--- src/hw/rv_pkg.sv ---
// rv32i core package with base types, opcodes, mux selects and the instruction word union
package rv_pkg;

    typedef logic [31:0] word_t;
    typedef logic [4:0]  reg_idx_t;
    typedef logic [3:0]  byte_en_t;

    // start address after reset
    localparam word_t RESET_PC = 32'h0000_0000;

    // major opcodes, bits [6:0] of the instruction
    typedef enum logic [6:0] {
        OP_LUI    = 7'b0110111,
        OP_AUIPC  = 7'b0010111,
        OP_JAL    = 7'b1101111,
        OP_JALR   = 7'b1100111,
        OP_BRANCH = 7'b1100011,
        OP_LOAD   = 7'b0000011,
        OP_STORE  = 7'b0100011,
        OP_ALUI   = 7'b0010011,
        OP_ALU    = 7'b0110011,
        OP_FENCE  = 7'b0001111,
        OP_SYSTEM = 7'b1110011
    } opcode_t;

    // funct3 coded, sub/sra comes in sub_arith
    typedef enum logic [2:0] {
        ALU_ADD  = 3'b000,
        ALU_SLL  = 3'b001,
        ALU_SLT  = 3'b010,
        ALU_SLTU = 3'b011,
        ALU_XOR  = 3'b100,
        ALU_SR   = 3'b101,
        ALU_OR   = 3'b110,
        ALU_AND  = 3'b111
    } alu_op_t;

    typedef enum logic [2:0] {
        BR_EQ  = 3'b000,
        BR_NE  = 3'b001,
        BR_LT  = 3'b100,
        BR_GE  = 3'b101,
        BR_LTU = 3'b110,
        BR_GEU = 3'b111
    } branch_op_t;

    // matches funct3[1:0] of loads and stores
    typedef enum logic [1:0] {MEM_BYTE = 2'b00, MEM_HALF = 2'b01, MEM_WORD = 2'b10} mem_width_t;

    typedef enum logic [1:0] {A_RS1, A_PC, A_ZERO} alu_a_sel_t;
    typedef enum logic {B_RS2, B_IMM} alu_b_sel_t;
    typedef enum logic [1:0] {WB_ALU, WB_MEM, WB_PC_PLUS_4} wb_sel_t;

    // one word, two decode views
    typedef union packed {
        struct packed {
            logic [6:0] funct7;
            reg_idx_t   rs2;
            reg_idx_t   rs1;
            logic [2:0] funct3;
            reg_idx_t   rd;
            opcode_t    opcode;
        } r_view;
        struct packed {
            logic [19:0] upper;
            reg_idx_t    rd;
            opcode_t     opcode;
        } uj_view;
    } instr_t;

endpackage
--- src/hw/decode_if.sv ---
// decoded control bundle from the instruction decoder to control and datapath
interface decode_if;
    import rv_pkg::*;

    reg_idx_t   rs1;
    reg_idx_t   rs2;
    reg_idx_t   rd;
    word_t      imm;
    alu_a_sel_t alu_a_sel;
    alu_b_sel_t alu_b_sel;
    alu_op_t    alu_op;
    logic       sub_arith;
    logic       branch_instr;
    logic       branch_always;
    logic       is_jalr;
    branch_op_t branch_op;
    logic       mem_read;
    logic       mem_write;
    mem_width_t mem_width;
    logic       mem_sign_ext;
    wb_sel_t    wb_sel;
    logic       wb_en;
    logic       halt_req;

    modport decoder (
        output rs1, rs2, rd, imm, alu_a_sel, alu_b_sel, alu_op, sub_arith,
               branch_instr, branch_always, is_jalr, branch_op,
               mem_read, mem_write, mem_width, mem_sign_ext, wb_sel, wb_en, halt_req
    );

    modport ctrl (
        input rs1, rs2, rd, imm, alu_a_sel, alu_b_sel, alu_op, sub_arith,
              branch_instr, branch_always, is_jalr, branch_op,
              mem_read, mem_write, mem_width, mem_sign_ext, wb_sel, wb_en, halt_req
    );

endinterface

--- src/hw/rv_core.sv ---
// rv32i multi-cycle core top level with one shared req/ack memory bus
module rv_core (
    input  logic             clk,
    input  logic             rst,
    input  logic             mem_ack,
    input  rv_pkg::word_t    mem_rdata,
    output logic             mem_req,
    output logic             mem_we,
    output rv_pkg::word_t    mem_addr,
    output rv_pkg::word_t    mem_wdata,
    output rv_pkg::byte_en_t mem_be,
    output logic             halted
);
    import rv_pkg::*;

    decode_if dec ();

    instr_t   instr;
    word_t    pc;
    word_t    rs1_val;
    word_t    rs2_val;
    word_t    alu_result;
    word_t    load_data;
    word_t    rf_wdata;
    byte_en_t lsu_be;
    logic     branch_taken;
    logic     rf_we;
    logic     addr_phase_data;

    instr_decoder u_decoder (
        .instr (instr),
        .dec   (dec.decoder)
    );

    reg_file u_reg_file (
        .clk (clk),
        .rst (rst),
        .ra1 (dec.rs1),
        .ra2 (dec.rs2),
        .wa  (dec.rd),
        .we  (rf_we),
        .wd  (rf_wdata),
        .rd1 (rs1_val),
        .rd2 (rs2_val)
    );

    alu u_alu (
        .dec          (dec.ctrl),
        .rs1_val      (rs1_val),
        .rs2_val      (rs2_val),
        .pc           (pc),
        .result       (alu_result),
        .branch_taken (branch_taken)
    );

    lsu u_lsu (
        .dec       (dec.ctrl),
        .addr      (mem_addr),
        .store_val (rs2_val),
        .mem_word  (mem_rdata),
        .wdata     (mem_wdata),
        .be        (lsu_be),
        .load_data (load_data)
    );

    core_ctrl u_ctrl (
        .clk             (clk),
        .rst             (rst),
        .mem_ack         (mem_ack),
        .mem_rdata       (mem_rdata),
        .alu_result      (alu_result),
        .branch_taken    (branch_taken),
        .load_data       (load_data),
        .dec             (dec.ctrl),
        .instr           (instr),
        .pc              (pc),
        .mem_req         (mem_req),
        .rf_we           (rf_we),
        .rf_wdata        (rf_wdata),
        .addr_phase_data (addr_phase_data),
        .halted          (halted)
    );

    // fetches read a full word at the pc
    assign mem_addr = addr_phase_data ? alu_result : pc;
    assign mem_we   = addr_phase_data && dec.mem_write;
    assign mem_be   = addr_phase_data ? lsu_be : 4'b1111;

endmodule

--- src/hw/core_ctrl.sv ---
// core control with the FSM, pc, instruction register and four-phase bus handshake
module core_ctrl (
    input  logic           clk,
    input  logic           rst,
    input  logic           mem_ack,
    input  rv_pkg::word_t  mem_rdata,
    input  rv_pkg::word_t  alu_result,
    input  logic           branch_taken,
    input  rv_pkg::word_t  load_data,
    decode_if.ctrl         dec,
    output rv_pkg::instr_t instr,
    output rv_pkg::word_t  pc,
    output logic           mem_req,
    output logic           rf_we,
    output rv_pkg::word_t  rf_wdata,
    output logic           addr_phase_data,
    output logic           halted
);
    import rv_pkg::*;

    typedef enum logic [2:0] {S_FETCH, S_DECODE, S_EXEC, S_MEM, S_WB, S_HALT} state_t;

    state_t state;
    logic   ack_seen;
    word_t  mdr;
    word_t  pc_plus4;
    word_t  next_pc;

    assign pc_plus4 = pc + 32'd4;

    always_comb begin
        if (!branch_taken) begin
            next_pc = pc_plus4;
        end else if (dec.is_jalr) begin
            next_pc = {alu_result[31:1], 1'b0};
        end else begin
            next_pc = alu_result;
        end
    end

    always_comb begin
        case (dec.wb_sel)
            WB_MEM:       rf_wdata = mdr;
            WB_PC_PLUS_4: rf_wdata = pc_plus4;
            default:      rf_wdata = alu_result;
        endcase
    end

    assign rf_we           = (state == S_WB) && dec.wb_en;
    assign addr_phase_data = (state == S_MEM);

    always_ff @(posedge clk) begin
        if (rst) begin
            state    <= S_FETCH;
            pc       <= RESET_PC;
            instr    <= '0;
            mem_req  <= 1'b0;
            ack_seen <= 1'b0;
            halted   <= 1'b0;
        end else begin
            case (state)
                S_FETCH, S_MEM: begin
                    if (!ack_seen) begin
                        if (mem_req && mem_ack) begin
                            mem_req  <= 1'b0;
                            ack_seen <= 1'b1;
                            if (state == S_FETCH) begin
                                instr <= mem_rdata;
                            end else begin
                                mdr <= load_data;
                            end
                        end else begin
                            mem_req <= 1'b1;
                        end
                    end else if (!mem_ack) begin
                        // ack low again, the phase is over
                        ack_seen <= 1'b0;
                        if (state == S_FETCH) begin
                            state <= S_DECODE;
                        end else begin
                            state <= S_WB;
                        end
                    end
                end
                S_DECODE: state <= S_EXEC;
                S_EXEC: begin
                    if (dec.halt_req) begin
                        halted <= 1'b1;
                        state  <= S_WB;
                    end else if (dec.mem_read || dec.mem_write) begin
                        state <= S_MEM;
                    end else begin
                        state <= S_WB;
                    end
                end
                S_WB: begin
                    pc <= next_pc;
                    if (halted) begin
                        state <= S_HALT;
                    end else begin
                        state <= S_FETCH;
                    end
                end
                S_HALT: state <= S_HALT;
                default: state <= S_FETCH;
            endcase
        end
    end

    // four-phase rules seen from the core side
    assert property (@(posedge clk) disable iff (rst) $fell(mem_req) |-> $past(mem_ack))
        else $error("mem_req dropped before mem_ack");
    assert property (@(posedge clk) disable iff (rst) $rose(mem_req) |-> !$past(mem_ack))
        else $error("mem_req raised while mem_ack still high");

endmodule

--- src/hw/lsu.sv ---
// load/store unit for byte-lane store alignment, strobes and load extension
module lsu (
    decode_if.ctrl           dec,
    input  rv_pkg::word_t    addr,
    input  rv_pkg::word_t    store_val,
    input  rv_pkg::word_t    mem_word,
    output rv_pkg::word_t    wdata,
    output rv_pkg::byte_en_t be,
    output rv_pkg::word_t    load_data
);
    import rv_pkg::*;

    word_t shifted;

    // replicate the data, strobes pick the lanes
    always_comb begin
        case (dec.mem_width)
            MEM_BYTE: begin
                wdata = {4{store_val[7:0]}};
                be    = 4'b0001 << addr[1:0];
            end
            MEM_HALF: begin
                wdata = {2{store_val[15:0]}};
                be    = addr[1] ? 4'b1100 : 4'b0011;
            end
            default: begin
                wdata = store_val;
                be    = 4'b1111;
            end
        endcase
    end

    assign shifted = mem_word >> {addr[1:0], 3'b000};

    always_comb begin
        case (dec.mem_width)
            MEM_BYTE: load_data = {{24{dec.mem_sign_ext & shifted[7]}}, shifted[7:0]};
            MEM_HALF: load_data = {{16{dec.mem_sign_ext & shifted[15]}}, shifted[15:0]};
            default:  load_data = mem_word;
        endcase
    end

    // addr is the bus address, so outside the data phase it is the aligned pc
    always_comb begin
        if (dec.mem_read || dec.mem_write) begin
            assert final (!(dec.mem_width == MEM_HALF && addr[0]) &&
                          !(dec.mem_width == MEM_WORD && addr[1:0] != 2'b00))
                else $error("misaligned access at %h", addr);
        end
    end

endmodule

--- src/hw/alu.sv ---
// alu with operand muxes, funct3 operations and the branch comparator
module alu (
    decode_if.ctrl        dec,
    input  rv_pkg::word_t rs1_val,
    input  rv_pkg::word_t rs2_val,
    input  rv_pkg::word_t pc,
    output rv_pkg::word_t result,
    output logic          branch_taken
);
    import rv_pkg::*;

    word_t    op_a;
    word_t    op_b;
    logic [4:0] shamt;
    logic     cond;

    always_comb begin
        case (dec.alu_a_sel)
            A_PC:    op_a = pc;
            A_ZERO:  op_a = '0;
            default: op_a = rs1_val;
        endcase
        op_b = (dec.alu_b_sel == B_IMM) ? dec.imm : rs2_val;
    end

    assign shamt = op_b[4:0];

    always_comb begin
        case (dec.alu_op)
            ALU_ADD:  result = dec.sub_arith ? op_a - op_b : op_a + op_b;
            ALU_SLL:  result = op_a << shamt;
            ALU_SLT:  result = {31'b0, $signed(op_a) < $signed(op_b)};
            ALU_SLTU: result = {31'b0, op_a < op_b};
            ALU_XOR:  result = op_a ^ op_b;
            ALU_SR:   result = dec.sub_arith ? word_t'($signed(op_a) >>> shamt) : op_a >> shamt;
            ALU_OR:   result = op_a | op_b;
            default:  result = op_a & op_b;
        endcase
    end

    // branches compare the registers, the adder makes the target
    always_comb begin
        case (dec.branch_op)
            BR_EQ:   cond = rs1_val == rs2_val;
            BR_NE:   cond = rs1_val != rs2_val;
            BR_LT:   cond = $signed(rs1_val) < $signed(rs2_val);
            BR_GE:   cond = $signed(rs1_val) >= $signed(rs2_val);
            BR_LTU:  cond = rs1_val < rs2_val;
            BR_GEU:  cond = rs1_val >= rs2_val;
            default: cond = 1'b0;
        endcase
    end

    assign branch_taken = dec.branch_always || (dec.branch_instr && cond);

endmodule

--- src/hw/reg_file.sv ---
// register file with 32 x 32-bit registers, two read ports and x0 held at zero
module reg_file (
    input  logic             clk,
    input  logic             rst,
    input  rv_pkg::reg_idx_t ra1,
    input  rv_pkg::reg_idx_t ra2,
    input  rv_pkg::reg_idx_t wa,
    input  logic             we,
    input  rv_pkg::word_t    wd,
    output rv_pkg::word_t    rd1,
    output rv_pkg::word_t    rd2
);
    import rv_pkg::*;

    word_t regs [32];

    always_ff @(posedge clk) begin
        if (rst) begin
            for (int i = 0; i < 32; i++) begin
                regs[i] <= '0;
            end
        end else if (we && wa != 5'd0) begin
            regs[wa] <= wd;
        end
    end

    assign rd1 = (ra1 == 5'd0) ? '0 : regs[ra1];
    assign rd2 = (ra2 == 5'd0) ? '0 : regs[ra2];

endmodule

--- src/hw/instr_decoder.sv ---
// instruction decoder turning an rv32i word into immediates, register indices and selects
module instr_decoder (
    input rv_pkg::instr_t instr,
    decode_if.decoder     dec
);
    import rv_pkg::*;

    logic [6:0] funct7;
    logic [2:0] funct3;
    word_t      imm_i;
    word_t      imm_s;
    word_t      imm_b;
    word_t      imm_u;
    word_t      imm_j;

    assign funct7 = instr.r_view.funct7;
    assign funct3 = instr.r_view.funct3;

    // every immediate takes its sign from instr[31]
    assign imm_i = {{20{funct7[6]}}, funct7, instr.r_view.rs2};
    assign imm_s = {{20{funct7[6]}}, funct7, instr.r_view.rd};
    assign imm_b = {{20{funct7[6]}}, instr.r_view.rd[0], funct7[5:0], instr.r_view.rd[4:1], 1'b0};
    assign imm_u = {instr.uj_view.upper, 12'b0};
    assign imm_j = {{12{instr.uj_view.upper[19]}}, instr.uj_view.upper[7:0],
                    instr.uj_view.upper[8], instr.uj_view.upper[18:9], 1'b0};

    assign dec.rs1 = instr.r_view.rs1;
    assign dec.rs2 = instr.r_view.rs2;
    assign dec.rd  = instr.uj_view.rd;

    always_comb begin
        // defaults give a no-op
        dec.imm           = '0;
        dec.alu_a_sel     = A_RS1;
        dec.alu_b_sel     = B_RS2;
        dec.alu_op        = ALU_ADD;
        dec.sub_arith     = 1'b0;
        dec.branch_instr  = 1'b0;
        dec.branch_always = 1'b0;
        dec.is_jalr       = 1'b0;
        dec.branch_op     = branch_op_t'(funct3);
        dec.mem_read      = 1'b0;
        dec.mem_write     = 1'b0;
        dec.mem_width     = mem_width_t'(funct3[1:0]);
        dec.mem_sign_ext  = !funct3[2];
        dec.wb_sel        = WB_ALU;
        dec.wb_en         = 1'b0;
        dec.halt_req      = 1'b0;

        case (instr.r_view.opcode)
            OP_LUI: begin
                dec.imm       = imm_u;
                dec.alu_a_sel = A_ZERO;
                dec.alu_b_sel = B_IMM;
                dec.wb_en     = 1'b1;
            end
            OP_AUIPC: begin
                dec.imm       = imm_u;
                dec.alu_a_sel = A_PC;
                dec.alu_b_sel = B_IMM;
                dec.wb_en     = 1'b1;
            end
            OP_JAL: begin
                dec.imm           = imm_j;
                dec.alu_a_sel     = A_PC;
                dec.alu_b_sel     = B_IMM;
                dec.branch_always = 1'b1;
                dec.wb_sel        = WB_PC_PLUS_4;
                dec.wb_en         = 1'b1;
            end
            OP_JALR: begin
                // target is rs1 + imm, bit 0 dropped in control
                dec.imm           = imm_i;
                dec.alu_b_sel     = B_IMM;
                dec.branch_always = 1'b1;
                dec.is_jalr       = 1'b1;
                dec.wb_sel        = WB_PC_PLUS_4;
                dec.wb_en         = 1'b1;
            end
            OP_BRANCH: begin
                dec.imm          = imm_b;
                dec.alu_a_sel    = A_PC;
                dec.alu_b_sel    = B_IMM;
                dec.branch_instr = 1'b1;
            end
            OP_LOAD: begin
                dec.imm       = imm_i;
                dec.alu_b_sel = B_IMM;
                dec.mem_read  = 1'b1;
                dec.wb_sel    = WB_MEM;
                dec.wb_en     = 1'b1;
            end
            OP_STORE: begin
                dec.imm       = imm_s;
                dec.alu_b_sel = B_IMM;
                dec.mem_write = 1'b1;
            end
            OP_ALUI: begin
                dec.alu_b_sel = B_IMM;
                dec.alu_op    = alu_op_t'(funct3);
                dec.wb_en     = 1'b1;
                if (funct3 == 3'b001 || funct3 == 3'b101) begin
                    // shamt in rs2 field, bit 30 picks srai
                    dec.imm       = {27'b0, instr.r_view.rs2};
                    dec.sub_arith = funct7[5] && funct3[2];
                end else begin
                    dec.imm = imm_i;
                end
            end
            OP_ALU: begin
                dec.alu_op    = alu_op_t'(funct3);
                dec.sub_arith = funct7[5];
                dec.wb_en     = 1'b1;
            end
            OP_SYSTEM: begin
                // no csr support, any system op stops the core
                dec.halt_req = 1'b1;
            end
            default: begin
                // fence and unknown opcodes keep the no-op defaults
            end
        endcase
    end

endmodule

--- config.mk ---
export PLATFORM = sky130hd
export DESIGN_NAME = rv_core
export DESIGN_NICKNAME = d
export VERILOG_FILES = /design/src/hw/rv_pkg.sv /design/src/hw/decode_if.sv /design/src/hw/rv_core.sv /design/src/hw/core_ctrl.sv /design/src/hw/lsu.sv /design/src/hw/alu.sv /design/src/hw/reg_file.sv /design/src/hw/instr_decoder.sv
export SDC_FILE = /design/constraint.sdc
export NUM_CORES = 2
export LEC_CHECK = 0
export BUFFER_PORTS_ARGS = -buffer_cell sky130_fd_sc_hd__buf_4
export CAP_MARGIN = 0
export CORE_ASPECT_RATIO = 0.7
export CORE_MARGIN = 2
export CORE_UTILIZATION = 60
export CTS_BUF_LIST = sky130_fd_sc_hd__clkbuf_8
export CTS_CLUSTER_DIAMETER = 200
export CTS_CLUSTER_SIZE = 16
export DETAILED_ROUTE_END_ITERATION = 8
export PLACE_DENSITY = 0.76
export SLEW_MARGIN = 15
export SYNTH_ARGS = -nofsm -noshare
export SYNTH_HDL_FRONTEND = slang
export SYNTH_SLANG_ARGS = --single-unit
--- constraint.sdc ---
create_clock -name clk -period 9 [get_ports clk]
set_clock_uncertainty 0.1 [all_clocks]
set_input_delay 1.8 -clock clk [delete_from_list [all_inputs] [get_ports clk]]
set_output_delay 1.8 -clock clk [all_outputs]
set_load 0.05 [all_outputs]
==> impl_metrics.yaml <==
outcome:
  status: "complete, but fails checks"
  violations: "design-rule violations"
placement:
  dp_worst_setup_slack_ns: 0.253
  portbufs: 105
  dp_hpwl_um: 208000
  routabilityCongestion: 1.07
  detailed_place.area_um2: 73600
critical_path:
  cpMaxStageDelayCell: "sky130_fd_sc_hd__mux4_2"
  timing.critical_path.from_type: "flip-flop"
  crit_buf_inv: 9
  critPathCaptureType: "output pin"
  worst_path_dominant_cell_family: "compound AO/OA/AOI/OAI gates"
  regToRegEndpoint: "u_ctrl.mdr[12]"
  reg2regPathDepth: 26
  required_ns: 7.10
  critical_path_peak_fanout: 9
  cp_slowest_stage_delay_ns: 0.54
  worstPathArrival_ns: 7.07
  crit_top_cell: "sky130_fd_sc_hd__buf_4"
  timing.setup.critical_path_class: "flip-flop to output pin"
  reg2reg_setup_slack_ns: 1.46
power:
  total_leakage_power_nw: 26.5
  seqPwrFrac: 0.434
  clock_network_fraction_of_design_power: 0.190
  power_density_nw_per_um2: 183
  switching_part_of_the_total_power: 0.395
  power_switching_mw: 5.51
  portion_of_total_power_attributed_to_combinational_logic: 0.376
  internal-power_mw: 8.45
  worst_ir_drop_vdd_mv: 0.152
timing:
  worst_pin_slew_ns: 1.36
  finalWorstPathRequiredPeriod_ns: 8.97
  post_route_fraction_of_the_period_consumed_by_the_critical_path: 0.997
  report.final.setup_viol: 0
  timing_max_transition_violations_final: 0
  fmaxAchievable_mhz: 111
  slew_headroom: 0.0900
  final_hold_viol_count: 0
  worst_slack_ns: 0.0275
floorplan:
  fp.dieH_um: 289
  die_w_um: 410
  row_count: 104
  die-area_um2: 118000
  core-area_um2: 115000
  io-pin-count: 106
  initial_utilization: 0.604
grt:
  number_of_antenna_violations_at_the_first_check_in_global_routing: 21
  grt.overflow.total: 0
  first_global_vias: 56410
  first_pass_grt_wire_length_um: 420000
  grt_start_max_net_pins: 78
  grt.total_usage: 0.507
synthesis:
  syn_area_per_cell_um2: 11.3
  synth_cells: 6123
  synth_ff_type: "sky130_fd_sc_hd__edfxtp_1"
  synth.yosys.warnings: 0
  synth_cell_types: 97
  ys_ff_latch: 1136
  synth_edf_count: 1056
  async_flop_share: 0
  mappedNetlistArea_um2: 69400
  seq_area_frac_synth: 0.480
min_path:
  startpoint_of_the_most_critical_hold_path: "u_ctrl.instr[0]"
  hold_depth: 2
  worst_hold_path.endpoint: "u_ctrl.instr[0]"
  worstHoldPathType: "flip-flop to flip-flop"
final_layout:
  drive_above_1_share: 0.220
  final_net_count: 6428
  area_growth_pct: 9.71
  finalCoreUtilization: 0.663
  post-route-cell-area_um2: 76100
detailed_routing:
  drtPass1Iterations: 9
  num_vias: 60247
  detail_route.wl_per_cell_um: 39.1
  post_detailed_routing_wire_length_um: 307000
  route.detailed.vias_per_inst: 7.67
  drtIter0Drc: 13151
  detail_route.drc_violations: 3
  route.antenna.remaining_nets: 0
run:
  drv.max_cap_violation_count: 0
clocking:
  cts_hold_repair.buffers: 0
  cts-root-buf: "sky130_fd_sc_hd__clkbuf_8"
  cts_tree: "yes"
  worstSkewPairLatency_ns: 0.87
  htreeDepth: 3
  clk_transition_reported_paths_ns: 0.11
  clock_buffers_created_by_tritoncts: 81
  cts_max_path_buffers: 3
  cts_num_sinks: 1136
## how the worst max path moves through the flow
stage                     from  cells past startpoint  slack (ns)      endpoint
2_1_floorplan        flip-flop                     28       -0.04     mem_be[1]
3_3_place_gp   u_ctrl.instr[6]                     31        0.28  mem_addr[22]
3_5_place_dp   u_ctrl.instr[6]                     31        0.25  mem_addr[22]
4_1_cts              flip-flop                     26       0.002     mem_be[1]
5_1_grt        u_ctrl.instr[5]                     31       -0.04  mem_addr[26]
6_report             flip-flop                     26        0.03  mem_addr[22]
## area by class of cell
| type | instances | area (um2) |
|---|---|---|
| antenna | 8 | 20.0 |
| clock buffer | 81 | 1110 |
| clock inverter | 49 | 256 |
| fill | 8334 | 38800 |
| inverter | 130 | 497 |
| multi-input combinational | 4287 | 33700 |
| sequential | 1136 | 33300 |
| tap | 1537 | 1920 |
| timing repair buffer | 622 | 5240 |
## registers in the layout (all words and copies together) (netlist names), named ones only
name / count
u_ctrl.mem_req: 1
u_reg_file.regs: 1024
u_ctrl.state: 3
u_ctrl.ack_seen: 1
u_ctrl.mdr: 32
u_ctrl.instr: 32
u_ctrl.halted: 1
u_ctrl.pc: 32
## metal layers
metal,up-vias,global-route usage,share of wire
met5,-,0,0.00051
met4,18,0.198,0.051
met3,1088,0.252,0.20
met2,6701,0.668,0.39
met1,29188,0.712,0.36
li1,23252,-,-
## per-stage QoR
stage,TNS [ns],total power [mW],hold slack [ns],std cells
2_1_floorplan,-0.142,8.88,0.350,6154
3_3_place_gp,0,10.9,0.365,7657
3_5_place_dp,0,11.0,0.380,7657
4_1_cts,0,13.5,0.392,7816
5_1_grt,-0.0536,14.1,0.418,7843
6_report,0,14.0,0.393,7850
## Yosys cell counts, types with 82 or more instances
cell type | count | area [um2]
sky130_fd_sc_hd__nor2_1 | 1135 | 4260
sky130_fd_sc_hd__a21oi_1 | 309 | 1550
sky130_fd_sc_hd__mux4_2 | 390 | 8780
sky130_fd_sc_hd__clkbuf_1 | 349 | 1310
sky130_fd_sc_hd__nor3_1 | 82 | 410
sky130_fd_sc_hd__o21ai_0 | 199 | 996
sky130_fd_sc_hd__ha_1 | 133 | 1660
sky130_fd_sc_hd__mux2i_1 | 514 | 5140
sky130_fd_sc_hd__nand2_1 | 405 | 1520
sky130_fd_sc_hd__buf_2 | 145 | 726
sky130_fd_sc_hd__a22oi_1 | 204 | 1530
sky130_fd_sc_hd__edfxtp_1 | 1056 | 31700
sky130_fd_sc_hd__inv_1 | 125 | 469
## kinds of logic after synthesis
kind of cell / synth area share
flops: 0.480
fa+ha+maj: 0.0246
xor+xnor: 0.00618
other cells: 0.0000540
mux: 0.210
buf+inv: 0.0464
simple gates: 0.116
compound gates: 0.117
## power groups by stage
stage / logic (mW) / clock network [mW] / registers (mW)
6_report: 5.25 / 2.65 / 6.07
5_1_grt: 5.31 / 2.75 / 6.08
3_3_place_gp: 4.78 / 0 / 6.15
3_5_place_dp: 4.78 / 0 / 6.17
4_1_cts: 4.85 / 2.59 / 6.05
2_1_floorplan: 2.77 / 0 / 6.11
## layout by cell type, fill, tap and decap left out, types with 21 or more instances in the layout
cell	n
sky130_fd_sc_hd__nand2b_1	35
sky130_fd_sc_hd__o21ai_1	21
sky130_fd_sc_hd__buf_4	574
sky130_fd_sc_hd__xnor2_1	31
sky130_fd_sc_hd__dfxtp_1	69
sky130_fd_sc_hd__nand2_1	341
sky130_fd_sc_hd__nor4_1	30
sky130_fd_sc_hd__nor2_1	1126
sky130_fd_sc_hd__a31oi_1	35
sky130_fd_sc_hd__ha_1	121
sky130_fd_sc_hd__o21ai_0	166
sky130_fd_sc_hd__and3_1	27
sky130_fd_sc_hd__a221oi_1	34
sky130_fd_sc_hd__a22o_1	46
sky130_fd_sc_hd__inv_1	163
sky130_fd_sc_hd__mux2i_1	511
sky130_fd_sc_hd__o21bai_1	24
sky130_fd_sc_hd__mux2_2	45
sky130_fd_sc_hd__o221ai_1	37
sky130_fd_sc_hd__a21oi_1	303
sky130_fd_sc_hd__a21o_1	48
sky130_fd_sc_hd__clkbuf_8	81
sky130_fd_sc_hd__nand3_1	46
sky130_fd_sc_hd__mux4_2	390
sky130_fd_sc_hd__a22oi_1	200
sky130_fd_sc_hd__conb_1	32
sky130_fd_sc_hd__nor3_1	78
sky130_fd_sc_hd__nand2_2	61
sky130_fd_sc_hd__o211ai_1	34
sky130_fd_sc_hd__a211oi_1	62
sky130_fd_sc_hd__edfxtp_1	1056
## tightest hold or removal path, cell delays in order (launching register included)
cell                      delay, ns
sky130_fd_sc_hd__dfxtp_1       0.34
sky130_fd_sc_hd__nand2_1       0.06
sky130_fd_sc_hd__a21oi_1       0.05
## timing repair
action | 4_1_cts | 5_1_grt
gates resized for setup | 49 | 103
setup buffers | 25 | 22
pin swaps | 2 | 16
gates cloned | 4 | 4
setup endpoints to repair | 24 | 25
No activity file was read; power rests on OpenSTA's default activity.
